## src/hdl/tinyriscv_macros.svh

```systemverilog
// tinyriscv core constants: widths, reset fetch address and the no-op word
`ifndef TINYRISCV_MACROS_SVH
`define TINYRISCV_MACROS_SVH

// ------------------------------
// widths
// ------------------------------
`define XLEN        32  // data and address width
`define REG_ADDR_W  5   // register index width

// ------------------------------
// fetch
// ------------------------------
`define RESET_PC    32'h0000_0000

// addi x0, x0, 0
`define INST_NOP    32'h0000_0013

`endif

```

## src/hdl/tinyriscv_pkg.sv

```systemverilog
// tinyriscv package: word, index, opcode, ALU and branch types and stage payloads
`default_nettype none
`include "tinyriscv_macros.svh"

package tinyriscv_pkg;

    typedef logic [`XLEN-1:0]       word_t;
    typedef logic [`XLEN-1:0]       addr_t;
    typedef logic [`REG_ADDR_W-1:0] reg_idx_t;

    // major opcodes, inst[6:0]
    typedef enum logic [6:0] {
        OP_IMM = 7'b0010011,
        OP     = 7'b0110011,
        LUI    = 7'b0110111,
        AUIPC  = 7'b0010111,
        JAL    = 7'b1101111,
        JALR   = 7'b1100111,
        BRANCH = 7'b1100011
    } opcode_e;

    // add must stay zero, a cleared payload is an add
    typedef enum logic [3:0] {
        ALU_ADD, ALU_SUB, ALU_SLL, ALU_SLT, ALU_SLTU, ALU_XOR,
        ALU_SRL, ALU_SRA, ALU_OR, ALU_AND, ALU_PASS2
    } alu_op_e;

    // nine kinds, so four bits
    typedef enum logic [3:0] {
        BR_NONE, BR_JAL, BR_JALR, BR_EQ, BR_NE, BR_LT, BR_GE, BR_LTU, BR_GEU
    } br_op_e;

    // ------------------------------
    // stage payloads
    // ------------------------------
    typedef struct packed {
        logic     valid;
        alu_op_e  alu_op;
        br_op_e   br_op;
        word_t    op1;
        word_t    op2;
        word_t    rs1_val;  // raw rs1 for compare and jalr base
        word_t    rs2_val;
        addr_t    pc;
        word_t    imm;      // branch/jump offset
        reg_idx_t rd;
        logic     we;
    } id_ex_t;

    typedef struct packed {
        logic     we;
        reg_idx_t rd;
        word_t    data;
    } wb_t;

endpackage

`default_nettype wire

```

## src/hdl/reg_read_if.sv

```systemverilog
// register file read ports, two addresses out of decode and two data words back
`timescale 1ns/1ns
`default_nettype none

interface reg_read_if;

    tinyriscv_pkg::reg_idx_t raddr1;
    tinyriscv_pkg::reg_idx_t raddr2;
    tinyriscv_pkg::word_t    rdata1;  // already forwarded
    tinyriscv_pkg::word_t    rdata2;

    modport decode_mp (
        output raddr1, raddr2,
        input  rdata1, rdata2
    );

    // answered in the same cycle
    modport regs_mp (
        input  raddr1, raddr2,
        output rdata1, rdata2
    );

endinterface

`default_nettype wire

```

## src/hdl/pipe_reg.sv

```systemverilog
// pipeline stage register, any payload type, frozen while the core is stalled
`timescale 1ns/1ns
`default_nettype none

module pipe_reg import tinyriscv_pkg::*; #(
    parameter type T = wb_t
) (
    input  logic clk,
    input  logic reset_i,
    input  logic hold_i,
    input  T     d_i,
    output T     q_o
);

    always_ff @(posedge clk) begin
        if (reset_i) begin
            q_o <= '0;  // valid and we low
        end else if (!hold_i) begin
            q_o <= d_i;
        end
    end

    // a stalled edge must not move the stage
    a_hold_keeps_q: assert property (
        @(posedge clk) disable iff (reset_i)
        (hold_i && !reset_i) |=> $stable(q_o)
    ) else $error("pipe_reg: payload changed across a stalled edge");

endmodule

`default_nettype wire

```

## src/hdl/fetch.sv

```systemverilog
// instruction fetch: program counter and the fetch/decode register
`timescale 1ns/1ns
`default_nettype none
`include "tinyriscv_macros.svh"

module fetch import tinyriscv_pkg::*; (
    input  logic  clk,
    input  logic  reset_i,
    input  logic  hold_i,
    input  logic  jump_i,
    input  addr_t jump_addr_i,
    input  word_t inst_data_i,
    output addr_t pc_o,
    output word_t inst_o,
    output addr_t inst_addr_o
);

    addr_t pc_q;

    assign pc_o = pc_q;

    // ------------------------------
    // program counter
    // ------------------------------
    always_ff @(posedge clk) begin
        if (reset_i) begin
            pc_q <= `RESET_PC;
        end else if (!hold_i) begin
            pc_q <= jump_i ? jump_addr_i : pc_q + addr_t'(4);
        end
    end

    // fetched word, squashed to a no-op by a redirect
    always_ff @(posedge clk) begin
        if (reset_i) begin
            inst_o <= `INST_NOP;
        end else if (!hold_i) begin
            inst_o <= jump_i ? `INST_NOP : inst_data_i;
        end
    end

    always_ff @(posedge clk) begin
        if (!hold_i) begin
            inst_addr_o <= pc_q;  // pc of the word above
        end
    end

endmodule

`default_nettype wire

```

## src/hdl/id.sv

```systemverilog
// instruction decode: field split, immediates and operand selection
`timescale 1ns/1ns
`default_nettype none

module id import tinyriscv_pkg::*; (
    input  word_t                inst_i,
    input  addr_t                inst_addr_i,
    input  logic                 flush_i,
    reg_read_if.decode_mp        rf,
    output id_ex_t               id_ex_o
);

    opcode_e    opcode;
    logic [2:0] funct3;
    logic       alt;  // inst[30], sub and sra
    reg_idx_t   rd;
    word_t      imm_i;
    word_t      imm_u;
    word_t      imm_b;
    word_t      imm_j;
    logic       we;

    assign opcode = opcode_e'(inst_i[6:0]);
    assign funct3 = inst_i[14:12];
    assign alt    = inst_i[30];
    assign rd     = inst_i[11:7];

    assign rf.raddr1 = inst_i[19:15];
    assign rf.raddr2 = inst_i[24:20];

    // ------------------------------
    // immediates
    // ------------------------------
    assign imm_i = {{20{inst_i[31]}}, inst_i[31:20]};
    assign imm_u = {inst_i[31:12], 12'b0};
    assign imm_b = {{19{inst_i[31]}}, inst_i[31], inst_i[7], inst_i[30:25],
                    inst_i[11:8], 1'b0};
    assign imm_j = {{11{inst_i[31]}}, inst_i[31], inst_i[19:12], inst_i[20],
                    inst_i[30:21], 1'b0};

    function automatic alu_op_e alu_decode(input logic [2:0] f3, input logic alt_bit,
                                           input logic reg_op);
        case (f3)
            3'b000:  return (reg_op && alt_bit) ? ALU_SUB : ALU_ADD;
            3'b001:  return ALU_SLL;
            3'b010:  return ALU_SLT;
            3'b011:  return ALU_SLTU;
            3'b100:  return ALU_XOR;
            3'b101:  return alt_bit ? ALU_SRA : ALU_SRL;  // srai too
            3'b110:  return ALU_OR;
            default: return ALU_AND;
        endcase
    endfunction

    function automatic br_op_e br_decode(input logic [2:0] f3);
        case (f3)
            3'b000:  return BR_EQ;
            3'b001:  return BR_NE;
            3'b100:  return BR_LT;
            3'b101:  return BR_GE;
            3'b110:  return BR_LTU;
            3'b111:  return BR_GEU;
            default: return BR_NONE;  // 010/011 reserved
        endcase
    endfunction

    always_comb begin
        id_ex_o.valid   = !flush_i;
        id_ex_o.alu_op  = ALU_ADD;
        id_ex_o.br_op   = BR_NONE;
        id_ex_o.op1     = '0;
        id_ex_o.op2     = rf.rdata2;
        id_ex_o.rs1_val = rf.rdata1;
        id_ex_o.rs2_val = rf.rdata2;
        id_ex_o.pc      = inst_addr_i;
        id_ex_o.imm     = imm_i;
        id_ex_o.rd      = rd;
        we              = 1'b0;

        case (opcode)
            OP_IMM: begin
                id_ex_o.alu_op = alu_decode(funct3, alt, 1'b0);
                id_ex_o.op1    = rf.rdata1;
                id_ex_o.op2    = imm_i;
                we             = 1'b1;
            end
            OP: begin
                id_ex_o.alu_op = alu_decode(funct3, alt, 1'b1);
                id_ex_o.op1    = rf.rdata1;
                we             = 1'b1;
            end
            LUI: begin
                id_ex_o.alu_op = ALU_PASS2;
                id_ex_o.op2    = imm_u;
                id_ex_o.imm    = imm_u;
                we             = 1'b1;
            end
            AUIPC: begin
                id_ex_o.op1 = inst_addr_i;
                id_ex_o.op2 = imm_u;
                id_ex_o.imm = imm_u;
                we          = 1'b1;
            end
            JAL: begin
                id_ex_o.br_op = BR_JAL;
                id_ex_o.imm   = imm_j;
                we            = 1'b1;
            end
            JALR: begin
                id_ex_o.br_op = BR_JALR;  // base comes from rs1_val
                we            = 1'b1;
            end
            BRANCH: begin
                id_ex_o.br_op = br_decode(funct3);
                id_ex_o.imm   = imm_b;
            end
            default: ;  // anything else runs as a no-op
        endcase

        if (rd == '0) begin
            we = 1'b0;
        end
        // bubble behind a redirect
        if (flush_i) begin
            we            = 1'b0;
            id_ex_o.br_op = BR_NONE;
        end
        id_ex_o.we = we;
    end

endmodule

`default_nettype wire

```

## src/hdl/ex.sv

```systemverilog
// execute: ALU, branch compare and jump target
`timescale 1ns/1ns
`default_nettype none

module ex import tinyriscv_pkg::*; (
    input  id_ex_t id_ex_i,
    output wb_t    result_o,
    output logic   jump_o,
    output addr_t  jump_addr_o
);

    word_t      op1;
    word_t      op2;
    word_t      rs1;
    word_t      rs2;
    logic [4:0] shamt;
    word_t      alu_res;
    logic       link;     // jal/jalr write pc+4
    addr_t      jalr_sum;

    assign op1   = id_ex_i.op1;
    assign op2   = id_ex_i.op2;
    assign rs1   = id_ex_i.rs1_val;
    assign rs2   = id_ex_i.rs2_val;
    assign shamt = op2[4:0];

    // ------------------------------
    // ALU
    // ------------------------------
    always_comb begin
        case (id_ex_i.alu_op)
            ALU_ADD:   alu_res = op1 + op2;
            ALU_SUB:   alu_res = op1 - op2;
            ALU_SLL:   alu_res = op1 << shamt;
            ALU_SLT:   alu_res = word_t'($signed(op1) < $signed(op2));
            ALU_SLTU:  alu_res = word_t'(op1 < op2);
            ALU_XOR:   alu_res = op1 ^ op2;
            ALU_SRL:   alu_res = op1 >> shamt;
            ALU_SRA:   alu_res = word_t'($signed(op1) >>> shamt);
            ALU_OR:    alu_res = op1 | op2;
            ALU_AND:   alu_res = op1 & op2;
            ALU_PASS2: alu_res = op2;  // lui
            default:   alu_res = '0;
        endcase
    end

    // ------------------------------
    // branches and jumps
    // ------------------------------
    always_comb begin
        case (id_ex_i.br_op)
            BR_JAL, BR_JALR: jump_o = 1'b1;
            BR_EQ:   jump_o = (rs1 == rs2);
            BR_NE:   jump_o = (rs1 != rs2);
            BR_LT:   jump_o = ($signed(rs1) < $signed(rs2));
            BR_GE:   jump_o = ($signed(rs1) >= $signed(rs2));
            BR_LTU:  jump_o = (rs1 < rs2);
            BR_GEU:  jump_o = (rs1 >= rs2);
            default: jump_o = 1'b0;
        endcase
        // decode must hand over bubbles with no branch kind
        a_no_jump_from_bubble: assert (!jump_o || id_ex_i.valid)
            else $error("ex: redirect raised by an invalid payload");
    end

    assign jalr_sum    = rs1 + id_ex_i.imm;
    assign jump_addr_o = (id_ex_i.br_op == BR_JALR) ? {jalr_sum[31:1], 1'b0}
                                                    : id_ex_i.pc + id_ex_i.imm;

    assign link = (id_ex_i.br_op == BR_JAL) || (id_ex_i.br_op == BR_JALR);

    always_comb begin
        result_o.we   = id_ex_i.valid && id_ex_i.we;
        result_o.rd   = id_ex_i.rd;
        result_o.data = link ? id_ex_i.pc + word_t'(4) : alu_res;
    end

endmodule

`default_nettype wire

```

## src/hdl/regs.sv

```systemverilog
// general purpose register file with operand forwarding and a debug read port
`timescale 1ns/1ns
`default_nettype none

module regs import tinyriscv_pkg::*; (
    input  logic          clk,
    input  logic          reset_i,
    reg_read_if.regs_mp   rf,
    input  wb_t           ex_fwd_i,
    input  wb_t           mem_fwd_i,
    input  wb_t           wb_i,
    input  reg_idx_t      jtag_reg_addr_i,
    output word_t         jtag_reg_data_o
);

    localparam int NREGS = 2 ** $bits(reg_idx_t);

    word_t regs_q [NREGS];  // entry 0 is never written

    // youngest result wins, the write port gives write-through
    function automatic word_t resolve(input reg_idx_t idx, input word_t stored,
                                      input wb_t ex_r, input wb_t mem_r, input wb_t wb_r);
        word_t val;
        if (ex_r.we && ex_r.rd == idx) begin
            val = ex_r.data;
        end else if (mem_r.we && mem_r.rd == idx) begin
            val = mem_r.data;
        end else if (wb_r.we && wb_r.rd == idx) begin
            val = wb_r.data;
        end else begin
            val = stored;
        end
        return val;
    endfunction

    always_ff @(posedge clk) begin
        if (reset_i) begin
            for (int i = 0; i < NREGS; i++) begin
                regs_q[i] <= '0;
            end
        end else if (wb_i.we && wb_i.rd != '0) begin
            regs_q[wb_i.rd] <= wb_i.data;
        end
    end

    assign rf.rdata1 = resolve(rf.raddr1, regs_q[rf.raddr1], ex_fwd_i, mem_fwd_i, wb_i);
    assign rf.rdata2 = resolve(rf.raddr2, regs_q[rf.raddr2], ex_fwd_i, mem_fwd_i, wb_i);

    // debug read, sees the write in flight
    assign jtag_reg_data_o = (wb_i.we && wb_i.rd != '0 && wb_i.rd == jtag_reg_addr_i)
                           ? wb_i.data : regs_q[jtag_reg_addr_i];

    // x0 stays zero only if no stage ever carries a write to it
    a_x0_reads_zero: assert property (
        @(posedge clk) disable iff (reset_i)
        (rf.raddr1 != '0 || rf.rdata1 == '0) && (rf.raddr2 != '0 || rf.rdata2 == '0)
    ) else $error("regs: read of x0 returned non-zero");

endmodule

`default_nettype wire

```

## src/hdl/tinyriscv.sv

```systemverilog
// tinyriscv core top: fetch, decode, execute and two result stages
`timescale 1ns/1ns
`default_nettype none

module tinyriscv import tinyriscv_pkg::*; (
    input  logic     clk,
    input  logic     reset_i,
    input  logic     hold_i,           // bus hold or debug halt
    output addr_t    rib_pc_addr_o,
    input  word_t    rib_pc_data_i,
    input  reg_idx_t jtag_reg_addr_i,
    output word_t    jtag_reg_data_o
);

    word_t  if_inst;
    addr_t  if_inst_addr;
    id_ex_t id_payload;
    id_ex_t ex_payload;
    wb_t    ex_result;
    wb_t    ex_mem_q;
    wb_t    mem_wb_q;     // register file write port
    logic   ex_jump;
    addr_t  ex_jump_addr;

    reg_read_if rf_if ();

    fetch u_fetch (
        .clk         (clk),
        .reset_i     (reset_i),
        .hold_i      (hold_i),
        .jump_i      (ex_jump),
        .jump_addr_i (ex_jump_addr),
        .inst_data_i (rib_pc_data_i),
        .pc_o        (rib_pc_addr_o),
        .inst_o      (if_inst),
        .inst_addr_o (if_inst_addr)
    );

    id u_id (
        .inst_i      (if_inst),
        .inst_addr_i (if_inst_addr),
        .flush_i     (ex_jump),
        .rf          (rf_if.decode_mp),
        .id_ex_o     (id_payload)
    );

    pipe_reg #(.T(id_ex_t)) u_id_ex (
        .clk     (clk),
        .reset_i (reset_i),
        .hold_i  (hold_i),
        .d_i     (id_payload),
        .q_o     (ex_payload)
    );

    ex u_ex (
        .id_ex_i     (ex_payload),
        .result_o    (ex_result),
        .jump_o      (ex_jump),
        .jump_addr_o (ex_jump_addr)
    );

    // ------------------------------
    // result stages
    // ------------------------------
    pipe_reg #(.T(wb_t)) u_ex_mem (
        .clk     (clk),
        .reset_i (reset_i),
        .hold_i  (hold_i),
        .d_i     (ex_result),
        .q_o     (ex_mem_q)
    );

    pipe_reg #(.T(wb_t)) u_mem_wb (
        .clk     (clk),
        .reset_i (reset_i),
        .hold_i  (hold_i),
        .d_i     (ex_mem_q),
        .q_o     (mem_wb_q)
    );

    regs u_regs (
        .clk             (clk),
        .reset_i         (reset_i),
        .rf              (rf_if.regs_mp),
        .ex_fwd_i        (ex_result),
        .mem_fwd_i       (ex_mem_q),
        .wb_i            (mem_wb_q),
        .jtag_reg_addr_i (jtag_reg_addr_i),
        .jtag_reg_data_o (jtag_reg_data_o)
    );

endmodule

`default_nettype wire

```

## config.mk

```make
export PLATFORM = sky130hd
export DESIGN_NAME = tinyriscv
export DESIGN_NICKNAME = d
export VERILOG_FILES = /design/src/hdl/tinyriscv_pkg.sv /design/src/hdl/reg_read_if.sv /design/src/hdl/pipe_reg.sv /design/src/hdl/fetch.sv /design/src/hdl/id.sv /design/src/hdl/ex.sv /design/src/hdl/regs.sv /design/src/hdl/tinyriscv.sv
export VERILOG_INCLUDE_DIRS = /design/src /design/src/hdl
export SDC_FILE = /design/constraint.sdc
export NUM_CORES = 2
export LEC_CHECK = 0
export BUFFER_PORTS_ARGS = -buffer_cell sky130_fd_sc_hd__buf_4
export CAP_MARGIN = 20
export CORE_ASPECT_RATIO = 1.5
export CORE_MARGIN = 10
export CORE_UTILIZATION = 45
export CTS_CLUSTER_DIAMETER = 30
export CTS_CLUSTER_SIZE = 24
export DETAILED_ROUTE_END_ITERATION = 7
export HOLD_SLACK_MARGIN = 0.08
export MAX_ROUTING_LAYER = met4
export PLACE_DENSITY_LB_ADDON = 0.1
export SLEW_MARGIN = 0
export SYNTH_ARGS = -nofsm -noshare
export SYNTH_HDL_FRONTEND = slang
export SYNTH_SLANG_ARGS = --single-unit
```

## constraint.sdc

```tcl
create_clock -name clk -period 5.95 [get_ports clk]
set_input_delay 0.8925 -clock clk [delete_from_list [all_inputs] [get_ports clk]]
set_output_delay 0.8925 -clock clk [all_outputs]
set_load 0.01 [all_outputs]
```

# Word-level counts from Yosys, hierarchy flattened

Memories as Yosys holds them, arrays and structs flattened. A register that Yosys moved wholly into a read port is not among the register bits.
Index checks and enable logic that the tools add are counted.

Bits in registers: 379
Bits in latches: 0
RAM bits: 1024
Memory bits (read-only): 0
Input bits: 40
Word-level logic and storage cells: 139
Memories: 1

Add/sub/neg operators: 6
Multiply operators: 0
Divide/modulo/power cells: 0
Magnitude comparators: 6
Equality and inequality tests: 41
Shift-type cells: 3
Multiplexer cells: 39
Bitwise operators: 3
Reductions and logical operators: 20

Memories:

| name          | words | width | rd ports | clocked after memory_dff | wr ports | line       | RTL |
|---|---|---|---|---|---|---|---|
| u_regs.regs_q | 32    | 32    | 3        | 2                        | 32       | regs.sv:18 | `word_t regs_q [NREGS];` |

Operator list:

| kind                  | count |
|---|---|
| $mux 32               | 12 |
| $pmux 32 s11          | 1 |
| $lt 32x32->1          | 4 |
| $pmux 32 s2           | 2 |
| $add 32x32->32        | 3 |
| $pmux 31 s3           | 1 |
| $add 32x3->32 const B | 2 |
| $ge 32x32->1          | 2 |
| $pmux 4 s7            | 2 |
| $eq 5x5->1            | 7 |
| $and 32x32->32        | 1 |
| $eq 32x32->1          | 1 |
| $eq 4x3->1 const B    | 8 |
| $ne 32x32->1          | 1 |
| $or 32x32->32         | 1 |
| $reduce_or 32->1      | 1 |
| $shl 32x5->32         | 1 |
| $shr 32x5->32         | 1 |
| $sshr 32x5->32        | 1 |
| $sub 32x32->32        | 1 |
| $xor 32x32->32        | 1 |
| $mux 5                | 5 |
| $pmux 4 s3            | 2 |
| $pmux 4 s6            | 1 |
| 21 further kinds      | 56 |

# Logic depth before layout (Yosys ltp)

Depth after elaboration: 7
Gate-level depth with buffers: 18
Mapped depth without buffers: 15

# Hierarchy

A second synthesis with hierarchy kept.

Cells, all modules: 8501
Area total of the unflattened synthesis: 95273.9 µm²

By module, submodules not included:

| module                   | instances | cells each | area each (µm²) |
|---|---|---|---|
| regs                     | 1         | 4803       | 64887.2 |
| ex                       | 1         | 2053       | 14091.0 |
| pipe_reg at u_id_ex      | 1         | 667        | 7312.0 |
| fetch                    | 1         | 421        | 4110.2 |
| pipe_reg at u_ex_mem ... | 2         | 122        | 1358.8 |
| id                       | 1         | 313        | 2155.8 |

# Worst setup path before layout

No wires, ideal clock.

Kind: register -> register
Start: register u_id_ex.q_o[136] in the netlist's numbering
End: register u_id_ex.q_o[129] in the netlist's numbering
Setup time: 0.122 ns
Arrival: 4.376 ns
Path slack: 1.452 ns
Cell stages (with the launch flop): 19
Path buffers: 5
Clock period less this slack: 4.498 ns
Cells stage by stage: dfxtp_1 > clkbuf_1 > inv_2 > buf_1 > buf_1 > clkbuf_1 > ha_1 > buf_2 > nand2b_1 > o311ai_0 > o41ai_1 > o21ai_1 > a2111oi_2 > nor2_1 > a211oi_1 > mux2i_1 > o21ai_1 > nor3_1 > a311o_1

Cells in the longest elaborated chain, start to end: 4
Elaborated cells between the ends (all ways): 8
Those cells by class: 2 x add/sub; 3 x shift; 3 x mux

RTL lines:

| item                                         | line           | RTL |
|---|---|---|
| from (decl)                                  | pipe_reg.sv:12 | `output T q_o` |
| from (signal assigned)                       | pipe_reg.sv:19 | `q_o <= d_i;` |
| $sub 32x32->32, or another cell as far along | ex.sv:33       | `ALU_SUB: alu_res = op1 - op2;` |
| $pmux 32 s11 *                               | ex.sv:31       | `case (id_ex_i.alu_op)` |
| $mux 32 *                                    | ex.sv:75       | `result_o.data = link ? id_ex_i.pc + word_t'(4) : alu_res;` |
| $mux 32 *                                    | regs.sv:24     | `if (ex_r.we && ex_r.rd == idx) begin` |

Mark *: on every way between the ends. The rest lies on a longest branch, timed or not.
A chain may end at the register's enable or synchronous reset.

# Worst setup path after layout

Start: register u_id_ex.q_o[196] in the netlist's numbering
End: register u_id_ex.q_o[136] in the netlist's numbering

Cells in the longest elaborated chain, start to end: 5
Elaborated cells between the ends (all ways): 7
Those cells by class: 3 x shift; 4 x mux

RTL lines:

| item                                         | line       | RTL |
|---|---|---|
| $sshr 32x5->32, or another cell as far along | ex.sv:39   | `ALU_SRA: alu_res = word_t'($signed(op1) >>> shamt);` |
| $pmux 32 s11 *                               | ex.sv:31   |  |
| $mux 32 *                                    | ex.sv:75   |  |
| $mux 32 *                                    | regs.sv:24 |  |
| $pmux 32 s2 *                                | id.sv:80   | `case (opcode)` |

Marked as above.

==> metrics <==
Yosys cell types 91; final net count 8,094; Simple-Gate Fraction of Synth Area 13.4%; Post-synth EDFFs 1,056; Die H 578 um; Final HPWL DP 295,000 um; num ports 104; R2R Setup Slk 0.11 ns; largest area contributor in the netlist edfxtp_1; Max Slew Vio Count 0; antenna violations before repair 41; fmax 171 MHz; Placed Instances 10,200; Max Buffers Root-to-Sink 4; final worst-path cycle share 98.1%; Clk pin slew, worst setup/hold paths 0.05 ns; Seq/Total Area, Yosys 41.7%; crit path kind reg -> reg; setup ws final 0.111 ns; Post-synth top cells 1,056 x edfxtp_1, 1,033 x mux4_2, 1,009 x and2_1; hold buffer count at cts 0; Leak 39.8 nW; max-cap violation count 0; I/O Buffers 103; Hold Vio Cnt, Final 0; TritonCTS clock tree yes; flops & latches, synth 1,413; Crit path arrival time 6.46 ns; Compound-Gate Fraction of Synth Area 9.70%; worst vdd ir 0.000263 V; top cell type's share of synthesized area 34.0%; Initial Util 45.3%; Synth Area in Adders 2.74%; Synth Instances 7,746; post_cts resized 0; initial DRC count 10,600; final instance area 110,000 um^2; largest net degree at the start of global routing 181; RePlAce Congestion 1.04; most common cell in the netlist edfxtp_1; fraction of synthesized cell area in xor and xnor cells 1.15%; P per Cell Area 320 nW/um^2; post-layout power 35.2 mW; post-route antenna net violation count 0; die area 226,000 um^2; total CTS buffers 318; status finished clean; worst-path maximum fanout 10; # setup viols final 0; clock skew 0.0943 ns; Vias/cell 7.02; predominant post-synthesis flop cell edfxtp_1; Pre-antenna DRT Iters 6; postcts setup bufs 0; Setup crit end kind flop; largest cells by area after synthesis edfxtp_1 34%, mux4_2 25%, dfxtp_1 7.7%; worst slew pin tran 1.31 ns; row cnt 204; die width 392 um; Relative slew margins 12.7%; asr flop ratio synth 0%; RSZ-0062 raised after global routing no; routed length per instance 40.9 um; final non-filler cell total 10,800; root buffer cell clkbuf_16; pre-CTS WS 0.238 ns; Hold Worst Slack 0.317 ns; clk_lat worst skew 0.91 ns; Routed WL 443,000 um; largest family of logic cells by synthesized area multiplexers; syn avg cell area 12.0 um^2; dpl cell area 98,900 um^2; minimum clock period 5.84 ns; grt ovf 0; CTS Sinks 1,413; Worst Hold Class in -> reg; first-pass GRT wire length 607,000 um; CP startpoint kind flop; via count 76,000; DRC Markers 0; GRT Util Overall 39.7%; total core area 206,000 um^2; Synth-to-Final Area Change 18.0%; H-tree depth 5; vias in the first global route 75,000; layout cells sized above 1 27.2%; critical path data required time 6.58 ns; number of synthesis warnings 0; Mapped Area 93,300 um^2; post-synthesis mux area share 27.6%
## layer usage
metal | global-route usage [%] | part of all wire, % | vias up
met3 | 8.32 | 9.8 | 1870
met5 | - | 0 | -
li1 | - | - | 30200
met1 | 42.7 | 32 | 38300
met4 | 33.8 | 11 | 0
met2 | 62.6 | 47 | 5567
## logic make-up (layout without fill, tap and decap cells)
logic type,count (synthesis),count (layout)
xor gates and xnor gates,122,122
AOI/OAI and AO/OA,1419,1419
adders and majority gates,202,202
DFF,1413,1413
and+or+nand+nor,2401,2401
other,1,82
buffers and inverters,914,1235
muxes,1274,1274
## worst max-delay path, cell delays in order (launching register included)
cell      delay, ns
dfxtp_1        0.78
buf_4          0.29
inv_1          0.13
o21ai_0        0.86
a32oi_1        0.21
o31a_1         0.21
a211oi_1       0.27
a311oi_1       0.09
buf_4          0.25
o22a_1         0.28
o21ai_0        0.85
a221oi_1       0.38
a211oi_1       1.00
## final cells by class
class	instances	area (um^2)
repair buffers	510	4440
well taps	2678	3350
clock buffers	354	8290
diodes	50	125
flip-flops and latches	1413	38900
fillers	17600	95900
inverters	159	604
clock inverters	212	2590
multi-input cells	5450	51700
## sequential cells by signal (all words and copies together), names as in the netlist, named ones only
register             count
u_fetch.pc_o            32
u_fetch.inst_addr_o     32
u_id_ex.q_o            207
u_regs.regs_q         1024
u_ex_mem.q_o            38
u_fetch.inst_o          32
u_mem_wb.q_o            38
## cell usage in the layout, fill, tap and decap left out, types with 38 or more instances in the layout
cell | Yosys | layout
buf_4 | 3 | 455
mux4_2 | 1033 | 1033
inv_1 | 154 | 152
dfxtp_1 | 357 | 339
buf_12 | 0 | 44
clkbuf_16 | 0 | 326
a22oi_1 | 42 | 42
clkinv_2 | 0 | 40
xor2_1 | 66 | 66
nor2_1 | 518 | 485
a211oi_1 | 127 | 127
a21oi_1 | 432 | 431
ha_1 | 198 | 198
a221oi_1 | 49 | 47
bufinv_16 | 0 | 43
and2_1 | 1009 | 1009
nor3_1 | 64 | 61
and3_1 | 61 | 59
o21ai_0 | 338 | 306
mux2i_1 | 229 | 229
edfxtp_1 | 1056 | 1056
nand2_1 | 441 | 441
a21o_1 | 43 | 43
clkinvlp_4 | 0 | 38
o22ai_1 | 41 | 41
xnor2_1 | 56 | 56
diode_2 | 0 | 50
nand3_1 | 117 | 114
## worst paths after layout
path / from / to / depth (start not counted)
max: u_id_ex.q_o[196] / u_id_ex.q_o[136] / 12
min: rib_pc_data_i[31] / u_fetch.inst_o[31] / 3
max reg2reg: u_id_ex.q_o[196] / u_id_ex.q_o[136] / 12
min reg2reg: u_id_ex.q_o[93] / u_id_ex.q_o[93] / 2
## power breakdown
part | total [mW] | leakage, nW | switching, mW | internal, mW
clock | 18.1 | 5.23 | 6.18 | 12.0
combinational | 5.49 | 20.8 | 3.40 | 2.08
sequential | 11.6 | 13.8 | 0.556 | 11.0
total | 35.2 | 39.8 | 10.1 | 25.0
## stage by stage
step                util, %  setup TNS (ns)
finish                 53.4               0
global route           53.4               0
CTS                    53.3               0
detailed placement     48.0               0
global placement       48.0          -0.199
floorplan                 -               0
Power figures use the tool's default switching activity.
